### src/hw/timetag_pkg.sv
`default_nettype none

package timetag_pkg;

	// Channel and record geometry
	localparam int N_CH = 4;
	localparam int TS_W = 39;
	localparam int SAMPLE_BYTES = 6;
	localparam int FIFO_DEPTH = 16;

	// Command targets
	localparam logic [2:0] TGT_CAPTURE = 3'd0;
	localparam logic [2:0] TGT_STATUS = 3'd1;

	// Target 0 payload bits
	localparam int CAP_START = 0;
	localparam int CAP_STOP = 1;
	localparam int CAP_CLEAR = 2;

	typedef struct packed {
		logic [2:0] target;
		logic [7:0] payload;
	} tt_cmd_t;

	// 48-bit record, sent MSB first
	typedef struct packed {
		logic            lost;
		logic [N_CH-1:0] strobes;
		logic [N_CH-1:0] delta;
		logic [TS_W-1:0] timestamp;
	} tt_sample_t;

	// One byte offered to the host arbiter
	typedef struct packed {
		logic       rdy;
		logic [7:0] data;
		logic       last;
	} tt_up_req_t;

endpackage

`default_nettype wire

### src/hw/capture_control.sv
`default_nettype none

module capture_control (
	input  wire                  clk,
	input  wire                  rst_n,
	input  wire timetag_pkg::tt_cmd_t cmd,
	input  wire                  cmd_valid,
	output logic                 capture_operate,
	output logic                 counter_clear
);
	import timetag_pkg::*;

	logic is_capture;

	assign is_capture = cmd_valid && (cmd.target == TGT_CAPTURE);

	always_ff @(posedge clk or negedge rst_n)
	begin
		if (!rst_n)
		begin
			capture_operate <= 1'b0;
			counter_clear <= 1'b0;
		end
		else
		begin
			counter_clear <= is_capture && cmd.payload[CAP_CLEAR];
			// Stop overrides start
			if (is_capture && cmd.payload[CAP_STOP])
				capture_operate <= 1'b0;
			else if (is_capture && cmd.payload[CAP_START])
				capture_operate <= 1'b1;
		end
	end

endmodule

`default_nettype wire

### src/hw/cmd_parser.sv
`default_nettype none

module cmd_parser (
	input  wire                  clk,
	input  wire                  rst_n,
	input  wire                  cmd_wr,
	input  wire  [7:0]           cmd_in,
	output timetag_pkg::tt_cmd_t cmd,
	output logic                 cmd_valid
);

	// High while waiting for the payload byte
	logic       payload_phase;
	logic [2:0] header;

	always_ff @(posedge clk or negedge rst_n)
	begin
		if (!rst_n)
		begin
			payload_phase <= 1'b0;
			cmd_valid <= 1'b0;
		end
		else
		begin
			cmd_valid <= cmd_wr && payload_phase;
			if (cmd_wr)
				payload_phase <= !payload_phase;
		end
	end

	always_ff @(posedge clk)
	begin
		if (cmd_wr && !payload_phase)
			header <= cmd_in[2:0];
		if (cmd_wr && payload_phase)
		begin
			cmd.target <= header;
			cmd.payload <= cmd_in;
		end
	end

endmodule

`default_nettype wire

### src/hw/host_arbiter.sv
`default_nettype none

module host_arbiter (
	input  wire                          clk,
	input  wire                          rst_n,
	input  wire timetag_pkg::tt_up_req_t reply_req,
	input  wire timetag_pkg::tt_up_req_t sample_req,
	output logic                         reply_ack,
	output logic                         sample_ack,
	output logic                         up_rdy,
	output logic [7:0]                   up_data,
	output logic                         up_end,
	output logic                         up_is_reply,
	input  wire                          up_ack
);
	import timetag_pkg::*;

	logic       locked;
	logic       grant_reply;
	logic       sel_reply;
	tt_up_req_t granted;

	// Reply wins when idle
	assign sel_reply = locked ? grant_reply : reply_req.rdy;
	assign granted = sel_reply ? reply_req : sample_req;

	// Lock as soon as a byte is offered so it cannot change under back-pressure
	always_ff @(posedge clk or negedge rst_n)
	begin
		if (!rst_n)
		begin
			locked <= 1'b0;
			grant_reply <= 1'b0;
		end
		else
		begin
			if (up_rdy && up_ack && up_end)
				locked <= 1'b0;
			else if (up_rdy)
				locked <= 1'b1;
			if (!locked)
				grant_reply <= sel_reply;
		end
	end

	assign up_rdy = granted.rdy;
	assign up_data = granted.data;
	assign up_end = granted.rdy && granted.last;
	assign up_is_reply = sel_reply;

	assign reply_ack = up_ack && sel_reply;
	assign sample_ack = up_ack && !sel_reply;

endmodule

`default_nettype wire

### src/hw/reply_generator.sv
`default_nettype none

module reply_generator (
	input  wire                       clk,
	input  wire                       rst_n,
	input  wire timetag_pkg::tt_cmd_t cmd,
	input  wire                       cmd_valid,
	input  wire  [15:0]               sample_count,
	input  wire                       capture_operate,
	input  wire                       fifo_full,
	input  wire                       fifo_empty,
	output timetag_pkg::tt_up_req_t   req,
	input  wire                       ack
);
	import timetag_pkg::*;

	logic        busy;
	logic [1:0]  idx;
	logic        query;
	logic [15:0] count_q;
	logic [7:0]  status_q;
	logic [7:0]  byte_out;

	// Queries during a pending reply are dropped
	assign query = cmd_valid && (cmd.target == TGT_STATUS) && !busy;

	always_ff @(posedge clk or negedge rst_n)
	begin
		if (!rst_n)
		begin
			busy <= 1'b0;
			idx <= '0;
		end
		else if (query)
		begin
			busy <= 1'b1;
			idx <= '0;
		end
		else if (busy && ack)
		begin
			if (idx == 2'd2)
				busy <= 1'b0;
			else
				idx <= idx + 1'b1;
		end
	end

	always_ff @(posedge clk)
	begin
		if (query)
		begin
			count_q <= sample_count;
			status_q <= {capture_operate, fifo_full, fifo_empty, 5'b0};
		end
	end

	always_comb
	begin
		case (idx)
			2'd0: byte_out = count_q[15:8];
			2'd1: byte_out = count_q[7:0];
			default: byte_out = status_q;
		endcase
	end

	assign req = '{rdy: busy, data: byte_out, last: (idx == 2'd2)};

endmodule

`default_nettype wire

### src/hw/sample_fifo.sv
`default_nettype none

module sample_fifo (
	input  wire                          clk,
	input  wire                          rst_n,
	input  wire                          wr_en,
	input  wire timetag_pkg::tt_sample_t wr_data,
	input  wire                          rd_en,
	output timetag_pkg::tt_sample_t      rd_data,
	output logic                         full,
	output logic                         empty
);
	import timetag_pkg::*;

	tt_sample_t                    mem [FIFO_DEPTH];
	logic [$clog2(FIFO_DEPTH)-1:0] wr_ptr;
	logic [$clog2(FIFO_DEPTH)-1:0] rd_ptr;
	logic [$clog2(FIFO_DEPTH):0]   count;

	always_ff @(posedge clk)
	begin
		if (wr_en)
			mem[wr_ptr] <= wr_data;
	end

	// Pointers wrap naturally, depth is a power of two
	always_ff @(posedge clk or negedge rst_n)
	begin
		if (!rst_n)
		begin
			wr_ptr <= '0;
			rd_ptr <= '0;
			count <= '0;
		end
		else
		begin
			if (wr_en)
				wr_ptr <= wr_ptr + 1'b1;
			if (rd_en)
				rd_ptr <= rd_ptr + 1'b1;
			case ({wr_en, rd_en})
				2'b10: count <= count + 1'b1;
				2'b01: count <= count - 1'b1;
				default: count <= count;
			endcase
		end
	end

	assign rd_data = mem[rd_ptr];
	assign full = count[$clog2(FIFO_DEPTH)];
	assign empty = (count == '0);

endmodule

`default_nettype wire

### src/hw/sample_serializer.sv
`default_nettype none

module sample_serializer (
	input  wire                          clk,
	input  wire                          rst_n,
	input  wire                          fifo_empty,
	input  wire timetag_pkg::tt_sample_t fifo_data,
	output logic                         fifo_rd,
	output timetag_pkg::tt_up_req_t      req,
	input  wire                          ack
);
	import timetag_pkg::*;

	logic                              busy;
	logic [$bits(tt_sample_t)-1:0]     shreg;
	logic [$clog2(SAMPLE_BYTES)-1:0]   remaining;

	assign fifo_rd = !busy && !fifo_empty;

	always_ff @(posedge clk or negedge rst_n)
	begin
		if (!rst_n)
		begin
			busy <= 1'b0;
			remaining <= '0;
		end
		else if (fifo_rd)
		begin
			busy <= 1'b1;
			remaining <= SAMPLE_BYTES[$clog2(SAMPLE_BYTES)-1:0] - 1'b1;
		end
		else if (busy && ack)
		begin
			if (remaining == '0)
				busy <= 1'b0;
			else
				remaining <= remaining - 1'b1;
		end
	end

	// Top byte is always the one on offer
	always_ff @(posedge clk)
	begin
		if (fifo_rd)
			shreg <= fifo_data;
		else if (busy && ack)
			shreg <= shreg << 8;
	end

	assign req = '{
		rdy:  busy,
		data: shreg[$bits(tt_sample_t)-1 -: 8],
		last: (remaining == '0)
	};

endmodule

`default_nettype wire

### src/hw/strobe_tagger.sv
`default_nettype none

module strobe_tagger (
	input  wire  [timetag_pkg::N_CH-1:0] strobe_in,
	input  wire  [timetag_pkg::N_CH-1:0] delta_in,
	input  wire                          clk,
	input  wire                          rst_n,
	input  wire                          capture_operate,
	input  wire                          counter_clear,
	input  wire                          fifo_full,
	output timetag_pkg::tt_sample_t      sample,
	output logic                         wr_en,
	output logic [15:0]                  sample_count
);
	import timetag_pkg::*;

	logic [N_CH-1:0] strobe_meta;
	logic [N_CH-1:0] strobe_sync;
	logic [N_CH-1:0] strobe_prev;
	logic [N_CH-1:0] delta_meta;
	logic [N_CH-1:0] delta_sync;
	logic [N_CH-1:0] rising;
	logic [TS_W-1:0] timestamp;
	logic            rec_rdy;
	logic [N_CH-1:0] rec_strobes;
	logic [N_CH-1:0] rec_delta;
	logic [TS_W-1:0] rec_ts;
	logic            lost;

	// Same two-flop path for strobe and delta keeps them aligned
	always_ff @(posedge clk or negedge rst_n)
	begin
		if (!rst_n)
		begin
			strobe_meta <= '0;
			strobe_sync <= '0;
			strobe_prev <= '0;
			delta_meta <= '0;
			delta_sync <= '0;
		end
		else
		begin
			strobe_meta <= strobe_in;
			strobe_sync <= strobe_meta;
			strobe_prev <= strobe_sync;
			delta_meta <= delta_in;
			delta_sync <= delta_meta;
		end
	end

	assign rising = strobe_sync & ~strobe_prev;

	always_ff @(posedge clk or negedge rst_n)
	begin
		if (!rst_n)
			timestamp <= '0;
		else if (counter_clear)
			timestamp <= '0;
		else if (capture_operate)
			timestamp <= timestamp + 1'b1;
	end

	always_ff @(posedge clk or negedge rst_n)
	begin
		if (!rst_n)
			rec_rdy <= 1'b0;
		else
			rec_rdy <= capture_operate && (|rising);
	end

	always_ff @(posedge clk)
	begin
		if (capture_operate && (|rising))
		begin
			rec_strobes <= rising;
			rec_delta <= delta_sync;
			rec_ts <= timestamp;
		end
	end

	assign wr_en = rec_rdy && !fifo_full;

	// Lost flag rides along with the next stored record
	always_ff @(posedge clk or negedge rst_n)
	begin
		if (!rst_n)
		begin
			lost <= 1'b0;
			sample_count <= '0;
		end
		else if (wr_en)
		begin
			lost <= 1'b0;
			sample_count <= sample_count + 1'b1;
		end
		else if (rec_rdy)
			lost <= 1'b1;
	end

	assign sample = {lost, rec_strobes, rec_delta, rec_ts};

endmodule

`default_nettype wire

### src/hw/timetag_top.sv
`default_nettype none

module timetag_top (
	input  wire                          clk,
	input  wire                          rst_n,
	input  wire                          cmd_wr,
	input  wire  [7:0]                   cmd_in,
	input  wire  [timetag_pkg::N_CH-1:0] strobe_in,
	input  wire  [timetag_pkg::N_CH-1:0] delta_in,
	output logic                         up_rdy,
	output logic [7:0]                   up_data,
	output logic                         up_end,
	output logic                         up_is_reply,
	input  wire                          up_ack,
	output logic                         capture_operate
);
	import timetag_pkg::*;

	tt_cmd_t     cmd;
	logic        cmd_valid;
	logic        counter_clear;
	tt_sample_t  sample;
	logic        wr_en;
	logic [15:0] sample_count;
	logic        fifo_full;
	logic        fifo_empty;
	logic        fifo_rd;
	tt_sample_t  fifo_data;
	tt_up_req_t  sample_req;
	tt_up_req_t  reply_req;
	logic        sample_ack;
	logic        reply_ack;

	cmd_parser cmd_parser_i (
		.clk(clk), .rst_n(rst_n),
		.cmd_wr(cmd_wr), .cmd_in(cmd_in),
		.cmd(cmd), .cmd_valid(cmd_valid)
	);

	capture_control capture_control_i (
		.clk(clk), .rst_n(rst_n),
		.cmd(cmd), .cmd_valid(cmd_valid),
		.capture_operate(capture_operate), .counter_clear(counter_clear)
	);

	strobe_tagger strobe_tagger_i (
		.clk(clk), .rst_n(rst_n),
		.strobe_in(strobe_in), .delta_in(delta_in),
		.capture_operate(capture_operate), .counter_clear(counter_clear),
		.fifo_full(fifo_full),
		.sample(sample), .wr_en(wr_en), .sample_count(sample_count)
	);

	sample_fifo sample_fifo_i (
		.clk(clk), .rst_n(rst_n),
		.wr_en(wr_en), .wr_data(sample),
		.rd_en(fifo_rd), .rd_data(fifo_data),
		.full(fifo_full), .empty(fifo_empty)
	);

	sample_serializer sample_serializer_i (
		.clk(clk), .rst_n(rst_n),
		.fifo_empty(fifo_empty), .fifo_data(fifo_data), .fifo_rd(fifo_rd),
		.req(sample_req), .ack(sample_ack)
	);

	reply_generator reply_generator_i (
		.clk(clk), .rst_n(rst_n),
		.cmd(cmd), .cmd_valid(cmd_valid),
		.sample_count(sample_count), .capture_operate(capture_operate),
		.fifo_full(fifo_full), .fifo_empty(fifo_empty),
		.req(reply_req), .ack(reply_ack)
	);

	host_arbiter host_arbiter_i (
		.clk(clk), .rst_n(rst_n),
		.reply_req(reply_req), .sample_req(sample_req),
		.reply_ack(reply_ack), .sample_ack(sample_ack),
		.up_rdy(up_rdy), .up_data(up_data),
		.up_end(up_end), .up_is_reply(up_is_reply),
		.up_ack(up_ack)
	);

endmodule

`default_nettype wire

### config.mk
export PLATFORM = sky130hd
export DESIGN_NAME = timetag_top
export DESIGN_NICKNAME = d
export VERILOG_FILES = /design/src/hw/timetag_pkg.sv /design/src/hw/capture_control.sv /design/src/hw/cmd_parser.sv /design/src/hw/host_arbiter.sv /design/src/hw/reply_generator.sv /design/src/hw/sample_fifo.sv /design/src/hw/sample_serializer.sv /design/src/hw/strobe_tagger.sv /design/src/hw/timetag_top.sv
export SDC_FILE = /design/constraint.sdc
export NUM_CORES = 1
export LEC_CHECK = 0
export BUFFER_PORTS_ARGS = -buffer_cell sky130_fd_sc_hd__buf_2
export CORE_MARGIN = 2
export CORE_UTILIZATION = 66
export CTS_BUF_LIST = sky130_fd_sc_hd__clkbuf_4
export DETAILED_ROUTE_END_ITERATION = 7
export GPL_TIMING_DRIVEN = 0
export PLACE_DENSITY = 0.88
export SETUP_SLACK_MARGIN = 0.4
export SYNTH_ARGS = -nofsm -noshare
export SYNTH_HDL_FRONTEND = slang
export SYNTH_HIERARCHICAL = 1
export SYNTH_SLANG_ARGS = --single-unit
### constraint.sdc
create_clock -name clk -period 12 [get_ports clk]
set_input_delay 0.6 -clock clk [delete_from_list [all_inputs] [get_ports clk]]
set_output_delay 0.6 -clock clk [all_outputs]
set_load 0.05 [all_outputs]
==> results.sh <==
export IMPL_antenna_found_initial=3
export IMPL_power_leakage_nw=14.7
export IMPL_cp_slowest_stage_delay_ns=0.54
export IMPL_clock_fmax_mhz=251
export IMPL_std_cell_rows=88
export IMPL_dieArea_mm2=0.0599
export IMPL_num_io_pins=32
export IMPL_cp_end_kind="register"
export IMPL_placed_cell_area_mm2=0.0396
export IMPL_crit_path_start_kind="register"
export IMPL_die_w_um=245
export IMPL_postCtsSetupBuffers=0
export IMPL_overflow=0
export IMPL_status="complete, no violations"
export IMPL_crit_slowest_cell="or4_1"
export IMPL_via_count=21300
export IMPL_io_buffers=26
export IMPL_detail_route_antenna_nets=0
export IMPL_crit_start="sample_fifo_i/count[1]$_DFFE_PN0P_"
export IMPL_cts_tree="built"
export IMPL_fin_total_pwr_mw=10.4
export IMPL_skew_ns=0.0567
export IMPL_syn_instance_count=1849
export IMPL_hold_start="delta_in[3]"
export IMPL_worstSetupPathType="reg -> reg"
export IMPL_peakVddDrop_mv=0.210
export IMPL_area_growth_pct=11.7
export IMPL_ctsResizeCount=0
export IMPL_setup_viol=0
export IMPL_grt_start_max_net_pins=63
export IMPL_synth_fp_nets=1885
export IMPL_worst_hold_slack_ns=0.177
export IMPL_start_util=0.666
export IMPL_tns_ns=0
export IMPL_slew_viol_final=0
export IMPL_first_global_vias=22200
export IMPL_hold_viol=0
export IMPL_ctsHtreeMaxLevel=4
export IMPL_required_ns=12.96
export IMPL_gp_congestion=0.777
export IMPL_clk_transition_reported_paths_ns=0.07
export IMPL_numCtsBuffers=222
export IMPL_ys_warn_count=6
export IMPL_wl_per_cell_um=32.1
export IMPL_period_share=0.332
export IMPL_cts_buffer_depth=3
export IMPL_timing_slew_headroom=0.229
export IMPL_core_mm2=0.0575
export IMPL_powerDensity_mw_per_mm2=242
export IMPL_worstPathCellList="clkbuf_1, or4_1, nor2_1, nor2_4, buf_2, ha_1, clkbuf_1, xor2_1, ha_1, o21a_1, a221oi_1, o22ai_1, xor2_1"
export IMPL_regToRegStartpoint="sample_fifo_i/count[1]$_DFFE_PN0P_"
export IMPL_cts_root_buffer="clkbuf_4"
export IMPL_die_y_um=245
export IMPL_clock_sinks=994
export IMPL_worstPathArrival_ns=4.95
export IMPL_grt_pass1_wl_mm=143
export IMPL_rsz0062_at_grt="no"
export IMPL_synth_area_mm2=0.0383
export IMPL_worst_pin_slew_ns=1.16
export IMPL_routed_wl_mm=98.8
export IMPL_drc=0
export IMPL_fin_area_mm2=0.0428
export IMPL_drv_cap=0
export IMPL_viasPerCell=6.92
export IMPL_fin_nets=2156
export IMPL_fin_crit_ns=3.99
export IMPL_drive_gt1_frac=0.313
export IMPL_dr_pass1_iters=6
export IMPL_syn_area_per_cell_um2=20.7
export IMPL_drt_iter0_drc=3103
export IMPL_hold_path_class="in -> reg"
export IMPL_post_dp_hpwl_mm=51.0
export IMPL_clock_latency_ns=1.09
export IMPL_gr_usage_all_layers=0.337
export IMPL_cp_max_fo=15
-- path summary, 6_finish.rpt --
kind / to / slack (ns) / cells past startpoint
min in group asynchronous: strobe_tagger_i/sample_count[2]$_DFFE_PN0P_ / 0.19 / 2
min reg2reg: strobe_tagger_i/strobe_sync[1]$_DFF_PN0_ / 0.35 / 0
min: strobe_tagger_i/delta_meta[3]$_DFF_PN0_ / 0.18 / 2
max reg2reg: sample_fifo_i/count[4]$_DFFE_PN0P_ / 8.01 / 13
max: sample_fifo_i/count[4]$_DFFE_PN0P_ / 8.01 / 13
max in group asynchronous: strobe_tagger_i/timestamp[9]$_DFFE_PN0P_ / 10.99 / 3
-- routing by layer --
metal / global-route usage / vias to the layer above / routed length [um]
met5: 0 / - / 23
met2: 0.546 / 1992 / 49100
met4: 0.184 / 4 / 5040
met1: 0.419 / 10700 / 31800
met3: 0.0928 / 377 / 12900
li1: - / 8186 / -
-- final cells by class --
cell class	instances	area (um^2)
Antenna cell	4	10.0
Buffer	96	558
Clock buffer	347	2610
Clock inverter	63	408
Fill cell	2852	14700
Inverter	14	52.6
Multi-Input combinational cell	745	8390
Sequential cell	994	29300
Tap cell	765	957
Timing Repair Buffer	47	450
-- critical path: cells and delay by family, from the launching register on --
family                     cells  cell delay [ns]
and+or+nand+nor                3             1.26
xor gates and xnor gates       2             0.38
DFF                            1             0.36
AOI/OAI and AO/OA              3             0.64
buffers and inverters          3             0.73
adders and majority gates      2             0.52
-- where the power goes --
part | internal (mW) | total (mW) | switching, mW
combinational | 1.21 | 2.91 | 1.70
sequential | 4.32 | 4.65 | 0.326
clock | 1.44 | 2.80 | 1.35
-- stage by stage --
| step | utilization | setup WS, ns | std cells |
|---|---|---|---|
| finish | 0.744 | 8.01 | 3075 |
| global route | 0.744 | 7.81 | 3075 |
| CTS | 0.744 | 8.08 | 3071 |
| detailed placement | 0.689 | 8.06 | 2647 |
| global placement | 0.685 | 5.40 | 2640 |
| floorplan | - | 7.31 | 1849 |
-- placed cells by master, fill, tap and decap left out, types with 4 or more instances in the layout --
cell type / n
edfxtp_1: 891
clkbuf_4: 347
mux4_2: 192
dfrtp_1: 103
a22oi_1: 99
nand2_1: 83
nor2_1: 56
clkinv_1: 48
mux2_4: 46
clkbuf_1: 43
buf_2: 39
xor2_1: 35
xnor2_1: 24
nand4_1: 23
nand3_1: 22
buf_4: 21
ha_1: 16
and2_4: 16
a21oi_1: 14
dlygate4sd3_1: 14
buf_6: 14
inv_1: 14
and2_1: 13
o21ai_0: 10
nor2b_1: 10
nor3_1: 10
and3_1: 7
bufinv_16: 6
mux2_2: 6
or3_1: 6
buf_16: 5
a22o_1: 5
buf_1: 5
diode_2: 4
inv_2: 4
-- state kept, by name, summed over array words and instances (netlist names), 5 cells and up --
| signal | count |
|---|---|
| sample_serializer_i/shreg | 48 |
| reply_generator_i/count_q | 16 |
| strobe_tagger_i/sample_count | 16 |
| sample_fifo_i/mem | 768 |
| strobe_tagger_i/timestamp | 39 |
| strobe_tagger_i/rec_ts | 39 |
| sample_fifo_i/count | 5 |
| cmd_parser_i/cmd | 6 |
-- timing repair --
action                                  in CTS  in global routing
hold buffers                                14                  0
endpoints found under the setup margin       0                  0
hold endpoints to repair                    89                  0
No activity file was read; power rests on OpenSTA's default activity.
